--- src/common/soc_pkg.sv ---
package soc_pkg;

    localparam int AXI_ADDR_W = 32;
    localparam int AXI_DATA_W = 32;

    typedef logic [AXI_ADDR_W-1:0]   axi_addr_t;   // Byte address
    typedef logic [AXI_DATA_W-1:0]   axi_data_t;
    typedef logic [AXI_DATA_W/8-1:0] axi_strb_t;   // One bit per byte lane
    typedef logic [1:0]              axi_resp_t;
    typedef logic [7:0]              uart_byte_t;

    localparam axi_resp_t RESP_OKAY   = 2'b00;
    localparam axi_resp_t RESP_DECERR = 2'b11;

    typedef enum logic [1:0] {
        DEV_SRAM,
        DEV_UART,
        DEV_CLINT,
        DEV_NONE                                    // No window hit
    } dev_sel_t;

    localparam axi_addr_t SRAM_BASE  = 32'h8000_0000;
    localparam axi_addr_t SRAM_MASK  = 32'hF000_0000;  // Top nibble 4'b1000
    localparam axi_addr_t UART_ADDR  = 32'hA000_03F8;  // THR, exact match only
    localparam axi_addr_t CLINT_BASE = 32'hA000_0048;  // mtime lo, hi at +4
    localparam axi_addr_t CLINT_MASK = 32'hFFFF_FFF8;

    localparam int SRAM_WORDS = 1024;
    localparam int SRAM_AW    = $clog2(SRAM_WORDS);    // Word index width

    localparam axi_data_t UART_STATUS = 32'h0000_0020; // THR empty, bit 5

    // Address map lookup, shared by both muxes
    function automatic dev_sel_t addr_decode(input axi_addr_t addr);
        if ((addr & SRAM_MASK) == SRAM_BASE)
            return DEV_SRAM;
        if (addr == UART_ADDR)
            return DEV_UART;
        if ((addr & CLINT_MASK) == CLINT_BASE)
            return DEV_CLINT;
        return DEV_NONE;
    endfunction

endpackage

--- src/design/clint_dev.sv ---
`timescale 1ns/1ps

module clint_dev
    import soc_pkg::*;
(
    input  logic      clk,
    input  logic      rst,
    input  logic      arvalid,
    input  axi_addr_t araddr,
    output logic      arready,
    output logic      rvalid,
    output axi_data_t rdata,
    output axi_resp_t rresp,
    input  logic      rready,
    input  logic      awvalid,
    input  axi_addr_t awaddr,
    output logic      awready,
    input  logic      wvalid,
    input  axi_data_t wdata,
    input  axi_strb_t wstrb,
    output logic      wready,
    output logic      bvalid,
    output axi_resp_t bresp,
    input  logic      bready
);

    logic [63:0] mtime;
    logic [63:0] mtime_inc;
    axi_data_t   half_new;         // Written half after strobes
    logic        rd_go;
    logic        wr_go;

    assign rd_go     = arvalid && !rvalid;
    assign wr_go     = awvalid && wvalid && !bvalid;
    assign arready   = rd_go;
    assign awready   = wr_go;
    assign wready    = wr_go;
    assign rresp     = RESP_OKAY;
    assign bresp     = RESP_OKAY;
    assign mtime_inc = mtime + 64'd1;

    always_comb begin
        half_new = awaddr[2] ? mtime_inc[63:32] : mtime_inc[31:0];  // Offset 4 is hi
        for (int b = 0; b < 4; b++) begin
            if (wstrb[b]) half_new[8*b +: 8] = wdata[8*b +: 8];
        end
    end

    always_ff @(posedge clk) begin
        if (rst) begin
            mtime  <= '0;
            rvalid <= 1'b0;
            bvalid <= 1'b0;
        end else begin
            if (wr_go && awaddr[2]) mtime <= {half_new, mtime_inc[31:0]};
            else if (wr_go) mtime <= {mtime_inc[63:32], half_new};
            else mtime <= mtime_inc;              // Free running tick
            if (rd_go) rvalid <= 1'b1;
            else if (rready) rvalid <= 1'b0;
            if (wr_go) bvalid <= 1'b1;
            else if (bready) bvalid <= 1'b0;
        end
    end

    always_ff @(posedge clk) begin
        if (rd_go) rdata <= araddr[2] ? mtime[63:32] : mtime[31:0];  // Sampled at accept
    end

endmodule

--- config.mk ---
export PLATFORM = sky130hd
export DESIGN_NAME = clint_dev
export DESIGN_NICKNAME = d
export VERILOG_FILES = /design/src/common/soc_pkg.sv /design/src/design/clint_dev.sv
export SDC_FILE = /design/constraint.sdc
export NUM_CORES = 1
export LEC_CHECK = 0
export BUFFER_PORTS_ARGS = -buffer_cell sky130_fd_sc_hd__buf_4
export CORE_ASPECT_RATIO = 0.5
export CORE_MARGIN = 3
export CORE_UTILIZATION = 48
export CTS_CLUSTER_SIZE = 16
export DETAILED_ROUTE_END_ITERATION = 6
export GPL_ROUTABILITY_DRIVEN = 1
export GPL_TIMING_DRIVEN = 0
export PLACE_DENSITY_LB_ADDON = 0.05
export SYNTH_ARGS = -nofsm -noshare
export SYNTH_HDL_FRONTEND = slang
export SYNTH_SLANG_ARGS = --single-unit
--- constraint.sdc ---
create_clock -name clk -period 2.6 [get_ports clk]
set_input_delay 0.52 -clock clk [delete_from_list [all_inputs] [get_ports clk]]
set_output_delay 0.52 -clock clk [all_outputs]
set_load 0.1 [all_outputs]
==> run summary <==
Setup TNS: 0 ps
Cell Pwr Density: 575 nW/um2
Register area share after synthesis: 42.7%
ANT cells: 0
Critical Path Start Type: flip-flop
Kind of critical path: reg -> reg
Drt drc: 0
Hpwl dp: 12200 um
Worst path required time: 2860 ps
Crit Path Max Fanout: 10
Die ar.: 12500 um2
Clk_lat worst skew: 350 ps
Tightest Pin Transition: 1190 ps
Sw frac: 31.5%
Power consumption: 3760 uW
Fraction of layout cells with a size suffix above 1: 23.7%
Design area: 6530 um2
Number of global-route vias before repair: 4794
Number of synthesized register bits: 98
Global-route wire length before repair: 26200 um
RSZ-0062 raised after global routing: false
Area contributors post-synth: dfxtp_1 25%, edfxtp_1 18%, mux2_2 6.5%
WL final: 17200 um
GRT Total Usage: 27.1%
Filler cells: 978
Mapped Avg Cell Area: 9.19 um2
Post-Layout Cell Count: 824
Tmin final: 2520 ps
# IOs: 148
CP Cell Sequence: clkinvlp_4, or4_4, or4_4, buf_6, buf_8, o211a_1, nor4_1
CTS tree: built
Crit share post-route: 97.1%
Internal power: 2570 uW
Clk sinks: 98
Synth warn: 0
Worst Setup End Kind: flip-flop
Post-synth top area share: 24.7%
Status: complete, no violations
Clock-pin slew on the worst setup and hold paths: 70 ps
Clk pwr share: 34.5%
Synthesized area: 5340 um2
Post-synth EDFFs: 32
Grt ovf: 0
Final Net Count: 787
Most frequent cell on the critical path: or4_4
Yosys cell types: 49
Slew HR: 20.4%
Post-DR vias/cell: 6.35
Row Count: 26
Inserted Clock Buffers: 9
VDD IR max: 0.000329 V
Final hold violation count: 0
Sequential Power Share: 47.3%
Synth cell count leaders: 71 x nor2_1, 66 x dfxtp_1, 46 x nand2_1
Comb pwr share: 18.2%
Via count: 5230
Pleak: 0.00232 uW
Max Cap Violations: 0
Slowest stage cell, crit path: or4_4
Worst min path class: in -> reg
CORE AREA: 10500 um2
Final setup viols: 0
Fin Clk Skew: 10.4 ps
Initial antenna violation count: 0
# port buffers: 80
Layout area overhead: 22.2%
Root buf cell: clkbuf_16
Initial DRC Count: 514
Worst setup slack after layout: 76.5 ps
Slew Viols, Final: 0
Largest net degree at the start of global routing: 34
Dpl ws: -227 ps
Synth area leader: dfxtp_1
DIE WIDTH: 155 um
H-tree depth: 3
DIE HEIGHT: 80.6 um
Fmax: 396 MHz
Post-synth ARST share: 0%
Critical path's largest stage delay: 620 ps
RD Place Congestion: 0.883
Inst Count DP: 804
Most used DFF post-synth: dfxtp_1
Pre-Repair DR Iteration Count: 5
Psw: 1180 uW
DR WL/cell: 20.9 um
# hold bufs at CTS: 0
Detail Route Antenna Nets: 0
Top-count cell post-synth: nor2_1
Longest Clk Path Bufs: 2
DP Area: 6130 um2
WP data arrival: 2780 ps
Starting Density: 50.8%
Cells after Synth: 581
-- worst paths after layout --
kind	depth (start not counted)	slack [ps]	end	from
max	7	80	mtime[39]	mtime[22]
min	2	350	rvalid	rready
max reg2reg	7	80	mtime[39]	mtime[22]
min reg2reg	2	510	bvalid	bvalid
-- area by class of cell --
class                      instances  area [um2]  area share [%]
inverter                           4        18.8           0.288
sequential                        98        2300            35.3
clock inverter                     3        23.8           0.364
timing repair buffer              84         631            9.66
tap                              140         175            2.68
buffer                            34         166            2.55
multi-input combinational        448        2950            45.2
clock buffer                      13         260            3.99
-- through the flow --
step	hold WS, ps	utilization, %
2_1_floorplan	471	-
3_3_place_gp	488	58.4
3_5_place_dp	499	58.4
4_1_cts	351	61.4
5_1_grt	366	62.1
6_report	354	62.1
-- power by group through the flow --
stage	Clock [uW]	Combinational, uW	Sequential [uW]
floorplan	0	228	2040
global placement	0	666	1800
detailed placement	0	669	1800
CTS	1310	673	1770
global route	1370	716	1790
finish	1300	684	1780
-- repair_timing --
| item | in CTS | in global routing |
|---|---|---|
| pin swaps | 0 | 2 |
| setup endpoints to repair | 11 | 17 |
| resized for setup | 9 | 15 |
| gates cloned | 0 | 1 |
| setup buffers | 0 | 4 |
-- layout by cell type, fill, tap and decap left out, types with 15 or more instances in the layout --
| master | n |
|---|---|
| a211oi_1 | 38 |
| buf_4 | 89 |
| clkbuf_1 | 25 |
| dfxtp_1 | 56 |
| edfxtp_1 | 32 |
| mux2_2 | 31 |
| nand2_1 | 46 |
| nand3_1 | 36 |
| nand4_1 | 31 |
| nor2_1 | 70 |
| nor4_1 | 16 |
| or4_1 | 15 |
| xor2_1 | 21 |
-- layer usage --
metal  global-route usage [%]  share of wire, %  vias up
met5                        0                 0        -
met4                     5.90               1.5        0
met3                     7.70                11       30
met2                     38.8                41      275
met1                     40.0                46     2496
li1                         -                 -     2429
-- logic make-up (layout without fill, tap and decap cells) --
family / Yosys count / in the layout / share of synthesized area, %
mux: 32 / 32 / 6.73
compound gates: 90 / 90 / 12.6
buf+inv: 39 / 138 / 3.44
other cells: 1 / 4 / 0.0702
fa+ha+maj: 1 / 1 / 0.234
flops: 98 / 98 / 42.7
simple gates: 287 / 288 / 28.8
xor+xnor: 33 / 33 / 5.41
-- worst max-delay path: cells and delay by family, from the launching register on --
family | cells | cell delay, ps
AOI/OAI and AO/OA | 1 | 220
buffers and inverters | 3 | 480
and+or+nand+nor | 3 | 1380
DFF | 1 | 350
-- state kept, by name, indices dropped and copies added (netlist names) --
signal  flops
bvalid      1
mtime      64
rdata      32
rvalid      1
No activity file was read; power rests on OpenSTA's default activity.
