<file path="config.mk">
export PLATFORM = sky130hd
export DESIGN_NAME = axil_write_mux
export DESIGN_NICKNAME = d
export VERILOG_FILES = /design/src/common/soc_pkg.sv /design/src/xbar/axil_write_mux.sv
export SDC_FILE = /design/constraint.sdc
export NUM_CORES = 1
export LEC_CHECK = 0
export BUFFER_PORTS_ARGS = -buffer_cell sky130_fd_sc_hd__buf_2
export CAP_MARGIN = 0
export CORE_AREA = 2 2 117 119
export CTS_CLUSTER_DIAMETER = 30
export CTS_CLUSTER_SIZE = 16
export DETAILED_ROUTE_END_ITERATION = 8
export DIE_AREA = 0 0 119 121
export PLACE_DENSITY_LB_ADDON = 0.1
export SKIP_CTS_REPAIR_TIMING = 1
export SLEW_MARGIN = 40
export SYNTH_ARGS = -nofsm -noshare
export SYNTH_HDL_FRONTEND = slang
export SYNTH_SLANG_ARGS = --single-unit
</file>
<file path="constraint.sdc">
create_clock -name clk -period 3 [get_ports clk]
set_clock_uncertainty 0.2 [all_clocks]
set_input_delay 0.15 -clock clk [delete_from_list [all_inputs] [get_ports clk]]
set_output_delay 0.15 -clock clk [all_outputs]
set_load 0.01 [all_outputs]
</file>
<file path="src/common/soc_pkg.sv">
package soc_pkg;

    localparam int AXI_ADDR_W = 32;
    localparam int AXI_DATA_W = 32;

    typedef logic [AXI_ADDR_W-1:0]   axi_addr_t;   // Byte address
    typedef logic [AXI_DATA_W-1:0]   axi_data_t;
    typedef logic [AXI_DATA_W/8-1:0] axi_strb_t;   // One bit per byte lane
    typedef logic [1:0]              axi_resp_t;
    typedef logic [7:0]              uart_byte_t;

    localparam axi_resp_t RESP_OKAY   = 2'b00;
    localparam axi_resp_t RESP_DECERR = 2'b11;

    typedef enum logic [1:0] {
        DEV_SRAM,
        DEV_UART,
        DEV_CLINT,
        DEV_NONE                                    // No window hit
    } dev_sel_t;

    localparam axi_addr_t SRAM_BASE  = 32'h8000_0000;
    localparam axi_addr_t SRAM_MASK  = 32'hF000_0000;  // Top nibble 4'b1000
    localparam axi_addr_t UART_ADDR  = 32'hA000_03F8;  // THR, exact match only
    localparam axi_addr_t CLINT_BASE = 32'hA000_0048;  // mtime lo, hi at +4
    localparam axi_addr_t CLINT_MASK = 32'hFFFF_FFF8;

    localparam int SRAM_WORDS = 1024;
    localparam int SRAM_AW    = $clog2(SRAM_WORDS);    // Word index width

    localparam axi_data_t UART_STATUS = 32'h0000_0020; // THR empty, bit 5

    // Address map lookup, shared by both muxes
    function automatic dev_sel_t addr_decode(input axi_addr_t addr);
        if ((addr & SRAM_MASK) == SRAM_BASE)
            return DEV_SRAM;
        if (addr == UART_ADDR)
            return DEV_UART;
        if ((addr & CLINT_MASK) == CLINT_BASE)
            return DEV_CLINT;
        return DEV_NONE;
    endfunction

endpackage

</file>
<file path="src/xbar/axil_write_mux.sv">
`timescale 1ns/1ps

module axil_write_mux
    import soc_pkg::*;
(
    input  logic      clk,
    input  logic      rst,
    input  logic      lsu_awvalid,
    input  axi_addr_t lsu_awaddr,
    output logic      lsu_awready,
    input  logic      lsu_wvalid,
    input  axi_data_t lsu_wdata,
    input  axi_strb_t lsu_wstrb,
    output logic      lsu_wready,
    output logic      lsu_bvalid,
    output axi_resp_t lsu_bresp,
    input  logic      lsu_bready,
    output logic      sram_awvalid,
    output axi_addr_t sram_awaddr,
    input  logic      sram_awready,
    output logic      sram_wvalid,
    output axi_data_t sram_wdata,
    output axi_strb_t sram_wstrb,
    input  logic      sram_wready,
    input  logic      sram_bvalid,
    input  axi_resp_t sram_bresp,
    output logic      sram_bready,
    output logic      uart_awvalid,
    output axi_addr_t uart_awaddr,
    input  logic      uart_awready,
    output logic      uart_wvalid,
    output axi_data_t uart_wdata,
    output axi_strb_t uart_wstrb,
    input  logic      uart_wready,
    input  logic      uart_bvalid,
    input  axi_resp_t uart_bresp,
    output logic      uart_bready,
    output logic      clint_awvalid,
    output axi_addr_t clint_awaddr,
    input  logic      clint_awready,
    output logic      clint_wvalid,
    output axi_data_t clint_wdata,
    output axi_strb_t clint_wstrb,
    input  logic      clint_wready,
    input  logic      clint_bvalid,
    input  axi_resp_t clint_bresp,
    output logic      clint_bready
);

    typedef enum logic [1:0] {WR_IDLE, WR_FWD, WR_WAIT, WR_ERR} wr_state_t;

    wr_state_t state;
    dev_sel_t  dev_q;
    axi_addr_t addr_q;
    axi_data_t data_q;
    axi_strb_t strb_q;

    logic      accept;
    dev_sel_t  req_dev;
    logic      dev_awready;
    logic      dev_wready;
    logic      dev_bvalid;
    axi_resp_t dev_bresp;

    assign accept      = (state == WR_IDLE) && lsu_awvalid && lsu_wvalid;  // aw and w paired
    assign lsu_awready = accept;
    assign lsu_wready  = accept;
    assign req_dev     = addr_decode(lsu_awaddr);

    assign sram_awvalid  = (state == WR_FWD) && (dev_q == DEV_SRAM);
    assign uart_awvalid  = (state == WR_FWD) && (dev_q == DEV_UART);
    assign clint_awvalid = (state == WR_FWD) && (dev_q == DEV_CLINT);
    assign sram_wvalid   = sram_awvalid;
    assign uart_wvalid   = uart_awvalid;
    assign clint_wvalid  = clint_awvalid;

    assign sram_awaddr  = addr_q;
    assign uart_awaddr  = addr_q;
    assign clint_awaddr = addr_q;
    assign sram_wdata   = data_q;
    assign uart_wdata   = data_q;
    assign clint_wdata  = data_q;
    assign sram_wstrb   = strb_q;
    assign uart_wstrb   = strb_q;
    assign clint_wstrb  = strb_q;

    assign dev_awready = (dev_q == DEV_SRAM) ? sram_awready :
                         (dev_q == DEV_UART) ? uart_awready : clint_awready;
    assign dev_wready  = (dev_q == DEV_SRAM) ? sram_wready :
                         (dev_q == DEV_UART) ? uart_wready : clint_wready;
    assign dev_bvalid  = (dev_q == DEV_SRAM) ? sram_bvalid :
                         (dev_q == DEV_UART) ? uart_bvalid : clint_bvalid;
    assign dev_bresp   = (dev_q == DEV_SRAM) ? sram_bresp :
                         (dev_q == DEV_UART) ? uart_bresp : clint_bresp;

    assign lsu_bvalid = (state == WR_ERR) || ((state == WR_WAIT) && dev_bvalid);
    assign lsu_bresp  = (state == WR_ERR) ? RESP_DECERR : dev_bresp;

    assign sram_bready  = (state == WR_WAIT) && (dev_q == DEV_SRAM) && lsu_bready;
    assign uart_bready  = (state == WR_WAIT) && (dev_q == DEV_UART) && lsu_bready;
    assign clint_bready = (state == WR_WAIT) && (dev_q == DEV_CLINT) && lsu_bready;

    always_ff @(posedge clk) begin
        if (rst) begin
            state <= WR_IDLE;
            dev_q <= DEV_NONE;
        end else begin
            unique case (state)
                WR_IDLE: if (accept) begin
                    dev_q <= req_dev;
                    state <= (req_dev == DEV_NONE) ? WR_ERR : WR_FWD;  // Unmapped answered here
                end
                WR_FWD: if (dev_awready && dev_wready) state <= WR_WAIT;
                default: if (lsu_bvalid && lsu_bready) state <= WR_IDLE;
            endcase
        end
    end

    always_ff @(posedge clk) begin
        if (accept) begin
            addr_q <= lsu_awaddr;
            data_q <= lsu_wdata;
            strb_q <= lsu_wstrb;
        end
    end

    // Address and data always accepted as a pair
    assert property (@(posedge clk) disable iff (rst) lsu_awready == lsu_wready);

endmodule

</file>
==> run metrics, run 1 <==
status complete, no violations; DRC Markers 0; total nets after synthesis ~370; n_diodes 0; Core Area 13100 sq um; Site Rows 42; P per Cell Area 518 nW/um^2; die area about 14000 sq um; Final period util between 70% and 80%; number of DRC markers in iteration 0 approximately 150; Final #Nets 611; Final Setup Violations 0; CTS clk-pin slew, worst paths 50 ps; slowest stage delay, CP 450 ps; Initial Util a little over a quarter; fin. max-slew vios 0; CTS tree done; RSZ-0062 raised after global routing false; Design Area, Final 5260 sq um; clock tree buffer depth 2; CP Cell Sequence or3_1, inv_2, buf_4, buf_2; routed len/inst around 14 um; CP Data Arrival Time 1880 ps; class of the worst hold path input pin to flop; pin count of the biggest net entering global routing 39; Top Ports 306; Syn-to-layout area delta 46.9%; H-Tree Depth 3; Hold Vio Cnt, Final 0; die width 119 um; total grt overflow 0; DR vias 2765; Seq/Total Area, Yosys 59.3%; setup tns final 0 ps; min Tclk post-route roughly 2200 ps; Setup crit end kind output port; first-pass GRT wire length about 12 mm; GRT Util Overall 11.6%; total of max-cap violations 0; dpl hpwl 7.36 mm; port bufs 305; initial antenna violation count 0; distinct cell type count after synthesis 31; #FFs+latches synth a little over 70; P_leak ~0.0025 uW; ratio of cells with drive above 1 in the final layout 61.7%; Die Y 121 um; WP data required 2650 ps; worst-path maximum fanout 38; Post-Route WL approximately 9.6 mm; drt pass-1 iters 4; syn_area_per_cell 12.8 sq um; post-synthesis cell area about 3600 sq um; vias in the first global route 2218; Worst path slowest cell or3_1; placed cell area approximately 4300 sq um; relative slew slack roughly two thirds; worst-margin pin slew ~500 ps; Gate Count Post-Synth 279; Worst Setup Path Type flop to output port; RD Place Congestion 0.718; multi-input logic area 379 sq um; Vias/cell between 3 and 4; post-route ant nets 0; Reg area about 2100 sq um; f_max 448 MHz; Synth warnings 0; Clock Root Buffer clkbuf_16; clk sink count 72; Worst IR Drop VDD slightly below 0.2 mV; commonest non-fill, non-tap cell in the layout buf_2; Filler Cell Count between 1k and 1.5k; total CTS buffers 9; Worst setup SP type flop; worst skew pair latency 320 ps; most frequent cells in the layout buf_2 (305), dlygate4sd3_1 (69), edfxtp_1 (68)
stage by stage:
step / hold slack, ps / cells / worst slack (ps) / utilization (%) / total power, uW
after floorplan: 22.4 / 279 / 50.2 / - / 1530
after global placement: 128 / 619 / 984 / 32.7 / 1640
after detailed placement: 128 / 619 / 907 / 32.7 / 1640
after CTS: -224 / 635 / 699 / 34.9 / 2700
after global routing: 33.8 / 704 / 605 / 40.2 / 2840
final: 16.6 / 704 / 769 / 40.2 / 2720
worst paths after layout:
kind / slack (ps) / endpoint / cells past startpoint / from
worst max-delay path: 770 / lsu_awready / 4 / state[0]
worst min-delay path: 20 / state[1] / 3 / lsu_bready
worst max register to register: 920 / state[1] / 4 / dev_q[1]
worst min register to register: 490 / state[0] / 3 / state[1]
cell families (layout without fill, tap and decap cells):
group,count (synthesis),in the layout,share of synthesized area (%)
buffers and inverters,147,396,30.1
AND/OR/NAND/NOR,41,41,6.26
flip-flops,72,72,59.3
multiplexers,6,6,1.78
AO/OA/AOI/OAI,13,13,2.55
routing by layer:
layer	up-vias	wire length, um	GRT usage, %	share of wire (%)
met4	0	103	4.24	1.1
met5	-	0	0	0
met3	6	679	3.99	7.0
li1	1318	-	-	-
met1	1281	3600	12.6	37
met2	160	5270	20.9	55
final cells by class:
cell class | count | share of cell area (%)
multi-input combinational | 60 | 7.21
timing repair buffer | 376 | 42.5
clock inverter | 6 | 1.14
clock buffer | 10 | 4.36
tap | 176 | 4.19
sequential | 72 | 40.4
inverter | 4 | 0.286
cells in the mapped netlist:
master    number  area, sq um
o21ai_0        2         10.0
nor4bb_1       1         10.0
a311oi_1       2         17.5
nand2b_1       3         18.8
nand2_1        7         26.3
dfxtp_1        4         80.1
a21oi_1        4         20.0
nor2_1        10         37.5
buf_2          1         5.00
inv_1          4         15.0
nor4b_1        1         8.76
nand4_1        3         18.8
nand3b_1       1         7.51
buf_4        140         1050
nor3_1         6         30.0
or4_4          1         11.3
buf_1          1         3.75
mux2i_1        3         30.0
and4b_1        1         10.0
a221oi_1       1         8.76
edfxtp_1      68         2040
mux2_2         3         33.8
o311ai_0       1         8.76
nor3b_1        1         7.51
clkbuf_1       1         3.75
a221o_1        1         10.0
nor4_1         3         18.8
nor2b_1        1         6.26
a211o_1        1         8.76
or3_1          2         12.5
a21o_1         1         7.51
sequential cells by signal, indices dropped and copies added (netlist names):
register      cells
clint_wdata      32
clint_wstrb       4
dev_q             2
state             2
clint_awaddr     32
report_power, final:
part / internal [uW] / switching [uW]
combinational: 225 / 227
clock: 639 / 400
sequential: 1180 / 51.2
worst max-delay path, delay by kind of cell (launching register included):
family                 cells  cell delay [ps]
buffers and inverters      3              710
and+or+nand+nor            1              450
DFF                        1              390
(Power assumes the default switching activity.)
==> run 2: changes to the inputs <==
clock period = 1.8 ns   (was 3 ns; I/O delays follow)
==> run metrics, run 2 (synthesis results as in run 1) <==
Initial Util 27.4% (unchanged); n_diodes 0 (unchanged); GRT Util Overall 12.0% (was 11.6%); worst-path maximum fanout 12 (was 38); failing checks negative hold slack; routed len/inst 13.7 um (about the same); Cell Count, Final, Fillers Out 732 (was 704); CTS clk-pin slew, worst paths 50 ps (about the same); total CTS buffers 9 (unchanged); worst hold slack -17.4 ps (was 16.6 ps); die width 119 um (unchanged); Syn-to-layout area delta 55.4% (was 46.9%); CTS tree done (unchanged); DR vias 2876 (was 2765); Setup crit end kind flop (was output port); Cells after DPL 631 (was 619); CP Data Arrival Time 1790 ps (was 1880 ps); clock tree buffer depth 2 (unchanged); total grt overflow 0 (unchanged); post-route ant nets 0 (unchanged); fin. max-slew vios 0 (unchanged); Worst IR Drop VDD 0.363 mV (was 0.196 mV); ratio of cells with drive above 1 in the final layout 64.0% (was 61.7%); Post-Route WL 10.0 mm (was 9.65 mm); total of max-cap violations 0 (unchanged); worst skew pair latency 330 ps (was 320 ps); DRC Markers 0 (unchanged); Final WS setup 30.0 ps (was 769 ps); port bufs 305 (unchanged); worst-margin pin slew 431 ps (was 486 ps); H-Tree Depth 3 (unchanged); RD Place Congestion 0.680 (was 0.718); class of the worst hold path input pin to flop (unchanged); f_max 565 MHz; Setup WS pre-CTS -56.8 ps (was 907 ps); vias in the first global route 2331 (was 2218); Worst setup SP type flop (unchanged); Finished Core Util 42.5% (was 40.2%); min Tclk post-route 1770 ps; Site Rows 42 (unchanged); most frequent cells in the layout buf_2 (304), dlygate4sd3_1 (70), edfxtp_1 (68) (was buf_2 (305), dlygate4sd3_1 (69), edfxtp_1 (68)); P_leak 0.00262 uW (was 0.00246 uW); first-pass GRT wire length 12.6 mm (was 12.3 mm); Final period util 98.3%; status complete, but fails checks (was complete, no violations); WP data required 1820 ps (was 2650 ps); Vias/cell 3.93 (about the same); drt pass-1 iters 4 (unchanged); overall power 4640 uW (was 2720 uW); relative slew slack 71.1% (was 67.6%); dpl hpwl 7.35 mm (was 7.36 mm); pin count of the biggest net entering global routing 33 (was 39); commonest non-fill, non-tap cell in the layout buf_2 (unchanged); clk sink count 72 (unchanged); Final #Nets 639 (was 611); die area 14400 sq um (unchanged); Final Setup Violations 0 (unchanged); Core Area 13100 sq um (unchanged); Die Y 121 um (unchanged); P per Cell Area 835 nW/um^2 (was 518 nW/um^2); initial antenna violation count 0 (unchanged); Clock Root Buffer clkbuf_16 (unchanged); Hold Vio Cnt, Final 1 (was 0); Worst Setup Path Type flop to flop (was flop to output port); number of DRC markers in iteration 0 82 (was 149); Top Ports 306 (unchanged); RSZ-0062 raised after global routing true (was false)
-- run 2: cell types whose count changed in the layout (fill, tap and decap cells not counted), sizes merged --
cell,previous run,this run
dlygate4sd3,69,70
clkbuf,10,12
clkinvlp,1,2
inv,4,3
buf,307,332
-- run 2: routing by layer --
layer / wire length [um] / vias up / GRT usage (%)
met4: 225 / 0 / 7.14
met5: 0 / - / 0
li1: - / 1372 / -
met1: 3850 / 1327 / 12.9
met2: 5110 / 162 / 20.4
met3: 816 / 15 / 4.32
-- run 2: path summary, 6_finish.rpt --
kind                                    start       end  slack [ps]  depth (start not counted)
worst min-delay path            lsu_awaddr[2]  dev_q[1]         -20                          4
worst max-delay path                 dev_q[1]  state[1]          30                          6
worst max register to register       dev_q[1]  state[1]          30                          6
worst min register to register       state[0]  dev_q[0]         440                          3
-- run 2: layout make-up --
class	instances	area [sq um]
inverters	4	18.8
clock buffers	10	229
well taps	176	220
flip-flops and latches	72	2130
multi-input cells	60	398
repair buffers	404	2510
clock inverters	6	60.1
fillers	1261	7520
-- run 2: worst max-delay path, stage by stage (launching register included) --
cell and delay, ps:
dfxtp_1 330, buf_4 200, nor4bb_2 60, a311oi_1 370, buf_4 200, nor3_1 40, a221o_1 250
-- run 2: report_power, final --
group | switching, uW | internal [uW]
Combinational | 418 | 464
Sequential | 68.5 | 1960
Clock | 664 | 1060
Total | 1150 | 3490
-- run 2: metrics by stage --
stage	setup TNS, ps	hold WS (ps)	instance area (sq um)
3_5_place_dp	-56.8	68.4	4400
5_1_grt	-12.4	24.7	5560
3_3_place_gp	-77.4	67.7	4400
4_1_cts	-479	-293	4690
2_1_floorplan	-28620	-37.6	3600
6_report	0	-17.4	5560
