===== config.mk =====
export PLATFORM = sky130hd
export DESIGN_NAME = uart_dev
export DESIGN_NICKNAME = d
export VERILOG_FILES = /design/src/common/soc_pkg.sv /design/src/design/uart_dev.sv
export SDC_FILE = /design/constraint.sdc
export NUM_CORES = 1
export LEC_CHECK = 0
export BUFFER_PORTS_ARGS = -buffer_cell sky130_fd_sc_hd__clkbuf_2
export CAP_MARGIN = 15
export CORE_MARGIN = 2
export CORE_UTILIZATION = 26
export CTS_CLUSTER_SIZE = 28
export DETAILED_ROUTE_END_ITERATION = 10
export GPL_ROUTABILITY_DRIVEN = 0
export GPL_TIMING_DRIVEN = 0
export PLACE_DENSITY = 0.8
export SLEW_MARGIN = 40
export SYNTH_ARGS = -nofsm -noshare
export SYNTH_HDL_FRONTEND = slang
export SYNTH_SLANG_ARGS = --single-unit

===== constraint.sdc =====
create_clock -name clk -period 1.9 [get_ports clk]
set_clock_uncertainty 0.2 [all_clocks]
set_input_delay 0.095 -clock clk [delete_from_list [all_inputs] [get_ports clk]]
set_output_delay 0.095 -clock clk [all_outputs]
set_load 0.1 [all_outputs]

===== src/common/soc_pkg.sv =====
package soc_pkg;

    localparam int AXI_ADDR_W = 32;
    localparam int AXI_DATA_W = 32;

    typedef logic [AXI_ADDR_W-1:0]   axi_addr_t;   // Byte address
    typedef logic [AXI_DATA_W-1:0]   axi_data_t;
    typedef logic [AXI_DATA_W/8-1:0] axi_strb_t;   // One bit per byte lane
    typedef logic [1:0]              axi_resp_t;
    typedef logic [7:0]              uart_byte_t;

    localparam axi_resp_t RESP_OKAY   = 2'b00;
    localparam axi_resp_t RESP_DECERR = 2'b11;

    typedef enum logic [1:0] {
        DEV_SRAM,
        DEV_UART,
        DEV_CLINT,
        DEV_NONE                                    // No window hit
    } dev_sel_t;

    localparam axi_addr_t SRAM_BASE  = 32'h8000_0000;
    localparam axi_addr_t SRAM_MASK  = 32'hF000_0000;  // Top nibble 4'b1000
    localparam axi_addr_t UART_ADDR  = 32'hA000_03F8;  // THR, exact match only
    localparam axi_addr_t CLINT_BASE = 32'hA000_0048;  // mtime lo, hi at +4
    localparam axi_addr_t CLINT_MASK = 32'hFFFF_FFF8;

    localparam int SRAM_WORDS = 1024;
    localparam int SRAM_AW    = $clog2(SRAM_WORDS);    // Word index width

    localparam axi_data_t UART_STATUS = 32'h0000_0020; // THR empty, bit 5

    // Address map lookup, shared by both muxes
    function automatic dev_sel_t addr_decode(input axi_addr_t addr);
        if ((addr & SRAM_MASK) == SRAM_BASE)
            return DEV_SRAM;
        if (addr == UART_ADDR)
            return DEV_UART;
        if ((addr & CLINT_MASK) == CLINT_BASE)
            return DEV_CLINT;
        return DEV_NONE;
    endfunction

endpackage


===== src/design/uart_dev.sv =====
`timescale 1ns/1ps

module uart_dev
    import soc_pkg::*;
(
    input  logic       clk,
    input  logic       rst,
    input  logic       arvalid,
    input  axi_addr_t  araddr,
    output logic       arready,
    output logic       rvalid,
    output axi_data_t  rdata,
    output axi_resp_t  rresp,
    input  logic       rready,
    input  logic       awvalid,
    input  axi_addr_t  awaddr,
    output logic       awready,
    input  logic       wvalid,
    input  axi_data_t  wdata,
    input  axi_strb_t  wstrb,
    output logic       wready,
    output logic       bvalid,
    output axi_resp_t  bresp,
    input  logic       bready,
    output logic       tx_valid,
    output uart_byte_t tx_data
);

    logic rd_go;
    logic wr_go;

    assign rd_go   = arvalid && !rvalid;
    assign wr_go   = awvalid && wvalid && !bvalid;   // bvalid spaces out writes
    assign arready = rd_go;
    assign awready = wr_go;
    assign wready  = wr_go;
    assign rresp   = RESP_OKAY;
    assign bresp   = RESP_OKAY;

    always_ff @(posedge clk) begin
        if (rst) begin
            rvalid   <= 1'b0;
            bvalid   <= 1'b0;
            tx_valid <= 1'b0;
        end else begin
            if (rd_go) rvalid <= 1'b1;
            else if (rready) rvalid <= 1'b0;
            if (wr_go) bvalid <= 1'b1;
            else if (bready) bvalid <= 1'b0;
            tx_valid <= wr_go && wstrb[0] && (awaddr == UART_ADDR);  // Byte 0 lane only
        end
    end

    always_ff @(posedge clk) begin
        if (wr_go && wstrb[0]) tx_data <= wdata[7:0];            // THR
        if (rd_go) rdata <= (araddr == UART_ADDR) ? UART_STATUS : '0;
    end

    // Strobe lasts exactly one cycle
    assert property (@(posedge clk) disable iff (rst) tx_valid |=> !tx_valid);

endmodule


==> results of run 1 <==
per-stage QoR:
| stage | worst slack [ns] | utilization (%) | power (mW) |
|---|---|---|---|
| after global routing | -0.0746 | 62.7 | 1.17 |
| after detailed placement | 0.446 | 49.1 | 0.867 |
| final | 0.0120 | 62.7 | 1.13 |
| after CTS | 0.0727 | 62.1 | 1.11 |
| after floorplan | -0.0122 | - | 0.773 |
| after global placement | 0.447 | 49.1 | 0.864 |
area by class of cell:
cell class	instances	area (µm²)	share of cell area [%]
Timing Repair Buffer	131	841	44.0
Multi-Input combinational cell	67	375	19.6
Sequential cell	12	332	17.3
Buffer	36	270	14.1
Tap cell	44	55.1	2.88
Clock buffer	4	36.3	1.90
Inverter	1	3.75	0.196
worst max-delay path: stages:
cell and delay (ns):
dlygate4sd3_1 0.54, clkbuf_2 0.13, nor4_2 0.20, dlygate4sd3_1 0.59
nand3_1 0.09, nor4_2 0.22
synth_stat cells:
master	n	area share (%)
a21oi_1	1	0.60
or4b_4	1	1.7
a211oi_1	1	0.90
or4_4	1	1.4
and2_1	1	0.75
edfxtp_1	9	32
dfxtp_1	3	7.2
nor4bb_1	2	2.4
buf_4	36	32
nand4b_1	1	1.1
nor4b_1	2	2.1
and3b_1	1	1.1
inv_1	1	0.45
nand4_1	4	3.0
conb_1	1	0.45
nand3_1	1	0.60
nor2b_1	1	0.75
nor2_1	4	1.8
nor3_1	1	0.60
nor4_1	6	4.5
nand2_1	2	0.90
nor4_2	2	3.0
cell families (layout without fill, tap and decap cells):
family | count (synthesis) | in the layout
compound gates | 2 | 2
buf+inv | 37 | 172
flops | 12 | 12
other cells | 1 | 35
simple gates | 30 | 30
layer usage:
layer | global-route usage (%) | vias to the layer above
met1 | 14.4 | 483
met3 | 4.69 | 12
met2 | 33.3 | 79
met5 | 0 | -
met4 | 14.6 | 0
li1 | - | 564
state kept, by name, indices dropped and copies added, names as in the netlist:
signal    flops
bvalid        1
rdata         1
rvalid        1
tx_data       8
tx_valid      1
worst paths after layout:
check / from / endpoint / slack [ns] / cells past startpoint
setup / recovery: awaddr[28] / tx_valid / 0.01 / 6
hold / removal: araddr[2] / rdata[5] / 0.01 / 3
setup reg to reg: bvalid / tx_valid / 0.12 / 4
hold reg to reg: rvalid / rdata[5] / 0.42 / 1
power groups by stage:
stage               Clock, mW  Combinational, mW  Sequential (mW)
floorplan                   0              0.410            0.364
global placement            0              0.562            0.301
detailed placement          0              0.565            0.302
CTS                     0.199              0.620            0.296
global route            0.217              0.656            0.297
finish                  0.195              0.634            0.296
repair_timing:
action,4_1_cts,5_1_grt
endpoints found under the hold margin,13,1
hold buffers,36,1
endpoints found under the setup margin,0,1
resized for setup,0,1
==> impl_results.md, run 1 <==
- Post-route setup TNS: 0 ns
- Finished Layout Cells: 295
- Fillers: 254
- P_sw: 543 µW
- Commonest non-fill, non-tap cell in the layout: clkbuf_2
- Met3 routed WL: 284 µm
- P per Cell Area: 588 nW/µm²
- First-pass GRT wire length: 4660 µm
- Placed cell count: 254
- Critical Path End Type: flip-flop
- Worst EP arrival: 1.87 ns
- Synthesis-stage register bit count: 12
- Vias: 1138
- Iteration-0 DRC Markers: 35
- Area of the mapped netlist: 833 µm²
- Netlist cell types: 22
- Setup violations, final: 0
- Worst slew pin tran: 0.550 ns
- CTS max path bufs: 2
- Die height: 60.6 µm
- Yosys Warn Count: 0
- Proportion of synthesized area in mux cells: 0%
- Initial core utilization: 27.3%
- Cell Rows: 20
- Final non-filler cell area: 1910 µm²
- Antenna violations before repair: 0
- Number of port buffers: 94
- Fmax: 530 MHz
- Switching share of power: 48.2%
- Gr usage total: 17.4%
- Ratio of cells with drive above 1 in the final layout: 57.0%
- Post-CTS Setup Inserts: 0
- Vias in the first global route: 1188
- Initial DRT Pass Iterations: 4
- GRT overflow: 0
- WS Path Type: in2reg
- CP Launch Type: input pin
- Clk_lat worst skew: 0.26 ns
- Final period utilization: 99.4%
- Clock H-tree levels: 1
- Die ar.: 3670 µm²
- Status: complete, no violations
- Max Cap Viol: 0
- Mapped Avg Cell Area: 10.2 µm²
- Final hold violation count: 0
- Final worst path period need: 1.89 ns
- Sequential fraction of the synthesis area: 39.6%
- Inserted Diodes: 0
- CTS sink cnt: 12
- Pleak: 1.04 nW
- Sequential Power Share: 26.3%
- DR top layer: met4
- Met2 wire length: 1870 µm
- Largest family of logic cells by synthesized area: buffers and inverters
- Final max-slew violation count: 0
- Worst-path clk slew: 0.07 ns
- XOR/XNOR share of the synthesized area: 0%
- Max rail drop VDD: 0.000329 V
- Dpl hpwl: 2150 µm
- Pint: 583 µW
- DR WL/cell: 11.7 µm
- Vias per inst: 3.86
- Largest net degree at the start of global routing: 9
- Post-Synth Adder-Cell Area: 0%
- Synth Area in Compound Gates: 1.50%
- Simple-gate portion of the synthesized area: 25.5%
- ANT nets after route: 0
- CTS root buf: clkbuf_4
- Inserted Clock Buffers: 3
- Syn Inst Count: 82
- Worst hold path class: in2reg
- Die span in x: 60.6 µm
- Max Fanout on Critical Path: 1
- Gate power share: 56.3%
- CTS tree: yes
- Post-DP Area: 1500 µm²
- Post-Route WL: 3440 µm
- Max-slew headroom: 63.5%
- I/O pin count: 157
- Nets@finish: 359
- Most frequent cells in the layout: clkbuf_2, dlygate4sd3_1, buf_4, conb_1, edfxtp_1
- WP data required: 1.88 ns
- Clock network power share: 17.3%
- Met1 wire length: 1140 µm
- Core region area: 3050 µm²
- Drt drc: 0
- Worst hold margin: 0.0129 ns
- Synth-to-Final Area Change: 130%
No activity file was read; power rests on OpenSTA's default activity.
==> run 2: changes to the inputs <==
--- a/config.mk
+++ b/config.mk
@@ -6,7 +6,7 @@
 export NUM_CORES = 1
 export LEC_CHECK = 0
 export BUFFER_PORTS_ARGS = -buffer_cell sky130_fd_sc_hd__clkbuf_2
-export CAP_MARGIN = 15
+export CAP_MARGIN = 20
 export CORE_MARGIN = 2
 export CORE_UTILIZATION = 26
 export CTS_CLUSTER_SIZE = 28
@@ -14,6 +14,7 @@
 export GPL_ROUTABILITY_DRIVEN = 0
 export GPL_TIMING_DRIVEN = 0
 export PLACE_DENSITY = 0.8
+export RECOVER_POWER = 100
 export SLEW_MARGIN = 40
 export SYNTH_ARGS = -nofsm -noshare
 export SYNTH_HDL_FRONTEND = slang
==> run 2 against run 1 <==
First-iteration DRC count grew 11%. Sequential cell count unchanged. Global-route usage stayed put. Critical path depth unchanged. Clock power hardly changed. Sequential power is essentially flat. Worst setup slack got worse by 0.010 ns. Non-clock buffer count did not move. Sequential share of layout area up 0.11 points. Critical endpoint unchanged.
==> impl_results.md, run 2 (synthesis results as in run 1) <==
- Antenna violations before repair: 0
- Status: complete, no violations
- Number of port buffers: 94
- Vias in the first global route: 1188
- Post-route setup TNS: 0 ns
- CP Launch Type: input pin
- Worst EP arrival: 1.88 ns
- Post-Route WL: 3470 µm
- Post-CTS Setup Inserts: 0
- Max-slew headroom: 63.5%
- CTS sink cnt: 12
- CTS root buf: clkbuf_4
- Final period utilization: 99.9%
- P_sw: 542 µW
- Worst hold path class: in2reg
- Final hold violation count: 0
- Ratio of cells with drive above 1 in the final layout: 54.6%
- Worst slew pin tran: 0.551 ns
- CTS tree: yes
- Iteration-0 DRC Markers: 39
- Die span in x: 60.6 µm
- Clock network power share: 17.4%
- I/O pin count: 157
- GRT overflow: 0
- Critical Path End Type: flip-flop
- Reg with most FFs: tx_data
- Sequential Power Share: 26.3%
- Gr usage total: 17.4%
- WS Path Type: in2reg
- Final max-slew violation count: 0
- Largest net degree at the start of global routing: 9
- P per Cell Area: 592 nW/µm²
- Vias: 1143
- Die height: 60.6 µm
- Inserted Diodes: 0
- Cell Rows: 20
- Gate power share: 56.3%
- Final worst path period need: 1.90 ns
- Synth-to-Final Area Change: 127%
- Clk_lat worst skew: 0.26 ns
- Max Fanout on Critical Path: 1
- Setup violations, final: 0
- Fmax: 527 MHz
- First-pass GRT wire length: 4660 µm
- Vias per inst: 3.87
- Pint: 580 µW
- Clock H-tree levels: 1
- Overall Power: 1.12 mW
- WP data required: 1.88 ns
- Max rail drop VDD: 0.000328 V
- CTS max path bufs: 2
- Max reg flops: 8
- Die ar.: 3670 µm²
- Initial DRT Pass Iterations: 4
- Commonest non-fill, non-tap cell in the layout: clkbuf_2
- Nets@finish: 359
- Worst-path clk slew: 0.07 ns
- Most frequent cells in the layout: clkbuf_2, dlygate4sd3_1, buf_4, conb_1, edfxtp_1
- Initial core utilization: 27.3%
- Dpl hpwl: 2150 µm
- Pleak: 1.03 nW
- ANT nets after route: 0
- Inserted Clock Buffers: 3
- Max Cap Viol: 0
- Switching share of power: 48.3%
- Drt drc: 0
- Core region area: 3050 µm²
- DR WL/cell: 11.7 µm
-- run 2: worst max-delay path: stages --
cell,delay [ns]
dlygate4sd3_1,0.54
clkbuf_2,0.13
nor4_2,0.21
dlygate4sd3_1,0.60
nand3_1,0.09
nor4_2,0.22
-- run 2: per-layer routing --
layer	up-vias	GRT usage (%)	share of wire, %
li1	565	-	-
met1	489	14.4	33
met2	77	33.3	54
met3	12	4.69	8.5
met4	0	14.6	4.2
met5	-	0	0
-- run 2: power groups by stage --
| stage | clock [mW] | sequential, mW | combinational (mW) |
|---|---|---|---|
| final | 0.195 | 0.295 | 0.632 |
| after global routing | 0.217 | 0.296 | 0.653 |
| after CTS | 0.199 | 0.296 | 0.620 |
| after detailed placement | 0 | 0.302 | 0.565 |
| after global placement | 0 | 0.301 | 0.562 |
| after floorplan | 0 | 0.364 | 0.410 |
-- run 2: cell type report --
type,instances,area [µm²]
Fill cell,259,1160
Timing Repair Buffer,131,838
Multi-Input combinational cell,67,360
Sequential cell,12,330
Buffer,36,270
Tap cell,44,55.1
Clock buffer,4,36.3
Inverter,1,3.75
-- run 2: worst paths after layout --
check | cells after the start | end | slack [ns] | startpoint
setup / recovery | 6 | tx_valid | 0.002 | awaddr[28]
hold / removal | 3 | rdata[5] | 0.008 | araddr[6]
setup reg to reg | 4 | tx_valid | 0.11 | bvalid
hold reg to reg | 1 | rdata[5] | 0.43 | rvalid
-- run 2: repair_timing --
item	CTS	global route
setup endpoints to repair	0	1
hold buffers	36	1
resized for setup	0	1
hold endpoints to repair	13	1
-- run 2: stage by stage --
step	hold WS, ns	worst slack (ns)	area, µm²	util (%)	instances
after floorplan	-0.0400	-0.0122	975	-	116
after global placement	0.0718	0.447	1500	49.1	254
after detailed placement	0.0737	0.446	1500	49.1	254
after CTS	0.00553	0.0727	1900	62.1	294
after global routing	-0.000252	-0.0746	1890	62.0	295
final	0.00779	0.00160	1890	62.0	295
==> run 3: changes to the inputs <==
==> constraint.sdc (replaced) <==
create_clock -name clk -period 2.15 [get_ports clk]
set_clock_uncertainty 0.2 [all_clocks]
set_input_delay 0.1075 -clock clk [delete_from_list [all_inputs] [get_ports clk]]
set_output_delay 0.1075 -clock clk [all_outputs]
set_load 0.1 [all_outputs]
==> run 3 against run 2 <==
Sequential power decreased by 12%. Utilization decreased by 3.9 points. Worst setup slack improved by 0.13 ns. Cell count decreased by 3.1%. Clock power decreased by 28%.
==> impl_results.md, run 3 (synthesis results as in run 1) <==
- DR WL/cell: 10.0 µm
- Gr busiest metal: met2
- CTS sink cnt: 12
- Max reg flops: 8
- Commonest non-fill, non-tap cell in the layout: clkbuf_2
- WP data required: 2.14 ns
- Reg with most FFs: tx_data
- Max-slew headroom: 21.0%
- Fillers: 289
- Worst slew pin tran: 1.19 ns
- Final period utilization: 94.0%
- Max rail drop VDD: 0.000220 V
- Max Fanout on Critical Path: 1
- Met1 Resource Use GR: 13.6%
- Fmax: 495 MHz
- Ratio of cells with drive above 1 in the final layout: 50.8%
- Crit-path max cell delay: 0.57 ns
- Pleak: 0.959 nW
- CTS root buf: clkbuf_4
- Final worst path period need: 2.02 ns
- Antenna violations before repair: 0
- Core region area: 3050 µm²
- GRT overflow: 0
- Worst hold path class: in2reg
- Worst hold margin: 0.0368 ns
- Number of port buffers: 94
- Fin util: 58.2%
- Area of the multi-input gates: 357 µm²
- P per Cell Area: 527 nW/µm²
- Setup violations, final: 0
- Crit path top cell by count: dlygate4sd3_1
- Vias per inst: 3.79
- Clock H-tree levels: 1
- CTS tree: yes
- RSZ-0062 raised after global routing: false
- Post-Route WL: 2870 µm
- Register area: 330 µm²
- ANT nets after route: 0
- Met2 usage in global routing: 29.6%
- Clk_lat worst skew: 0.27 ns
- Die ar.: 3670 µm²
- CP Launch Type: input pin
- I/O pin count: 157
- Critical Path End Type: flip-flop
- First-pass GRT wire length: 4010 µm
- Nets@finish: 350
- Gr usage total: 15.0%
- Die span in x: 60.6 µm
- WS Path Type: in2reg
- Final max-slew violation count: 0
- CTS max path bufs: 2
- Inserted Diodes: 0
- Largest net degree at the start of global routing: 9
- Synth-to-Final Area Change: 113%
- GR Layer Usage met3: 3.41%
- Final hold violation count: 0
- Initial DRT Pass Iterations: 4
- Setup ws final: 0.128 ns
- Max Cap Viol: 0
- Overall Power: 935 µW
- Cell Rows: 20
- Most frequent cells in the layout: clkbuf_2, buf_4, conb_1, dlygate4sd3_1, clkbuf_1
- Vias in the first global route: 1008
- Post-route setup TNS: 0 ns
- Dpl hpwl: 2200 µm
- Vias: 1084
- Iteration-0 DRC Markers: 26
- Pre-CTS WS: 0.689 ns
- Worst EP arrival: 2.02 ns
- Crit-path cells: dlygate4sd3_1 -> clkbuf_2 -> or4_4 -> dlygate4sd3_1 -> nor4_2
- Slowest-stage cell, CP: dlygate4sd3_1
- Status: complete, no violations
- Inserted Clock Buffers: 3
- Worst-path clk slew: 0.07 ns
- Initial core utilization: 27.3%
- Die height: 60.6 µm
- Drt drc: 0
-- run 3: layout make-up --
cell class	instances	area share, %
inverters	1	0.211
clock buffers	3	1.27
plain buffers	36	15.2
repair buffers	122	41.3
clock inverters	1	0.211
flip-flops and latches	12	18.6
multi-input cells	67	20.1
well taps	44	3.10
-- run 3: final timing paths --
check | startpoint | to | slack [ns] | depth (start not counted)
setup / recovery | awaddr[11] | tx_valid | 0.13 | 5
hold / removal | arvalid | rdata[5] | 0.04 | 2
setup reg to reg | bvalid | tx_valid | 0.39 | 4
hold reg to reg | rvalid | rdata[5] | 0.41 | 1
-- run 3: per-stage QoR --
| stage | area [µm²] | instances |
|---|---|---|
| 3_5_place_dp | 1490 | 254 |
| 4_1_cts | 1800 | 286 |
| 3_3_place_gp | 1490 | 254 |
| 2_1_floorplan | 966 | 116 |
| 6_report | 1780 | 286 |
| 5_1_grt | 1780 | 286 |
-- run 3: repair_timing --
item | in CTS | in global routing
setup endpoints to repair | 0 | 0
resized for setup | 0 | 0
setup buffers | 0 | 0
endpoints found under the hold margin | 12 | 0
hold buffers | 28 | 0
-- run 3: power breakdown --
part | total [mW] | internal, mW | switching (mW)
Clock | 0.141 | 0.0673 | 0.0742
Combinational | 0.533 | 0.136 | 0.397
Sequential | 0.261 | 0.257 | 0.00365
Total | 0.935 | 0.461 | 0.475
-- run 3: worst max-delay path: cells and delay by family --
| family | cells | cell delay [ns] |
|---|---|---|
| AND/OR/NAND/NOR | 2 | 0.70 |
| buffers and inverters | 3 | 1.20 |
-- run 3: routing by layer --
layer  vias to the layer above  wire length [µm]
met5                         -                 0
met4                         0                72
met3                         7               323
met2                        67              1510
met1                       463               962
li1                        547                 -
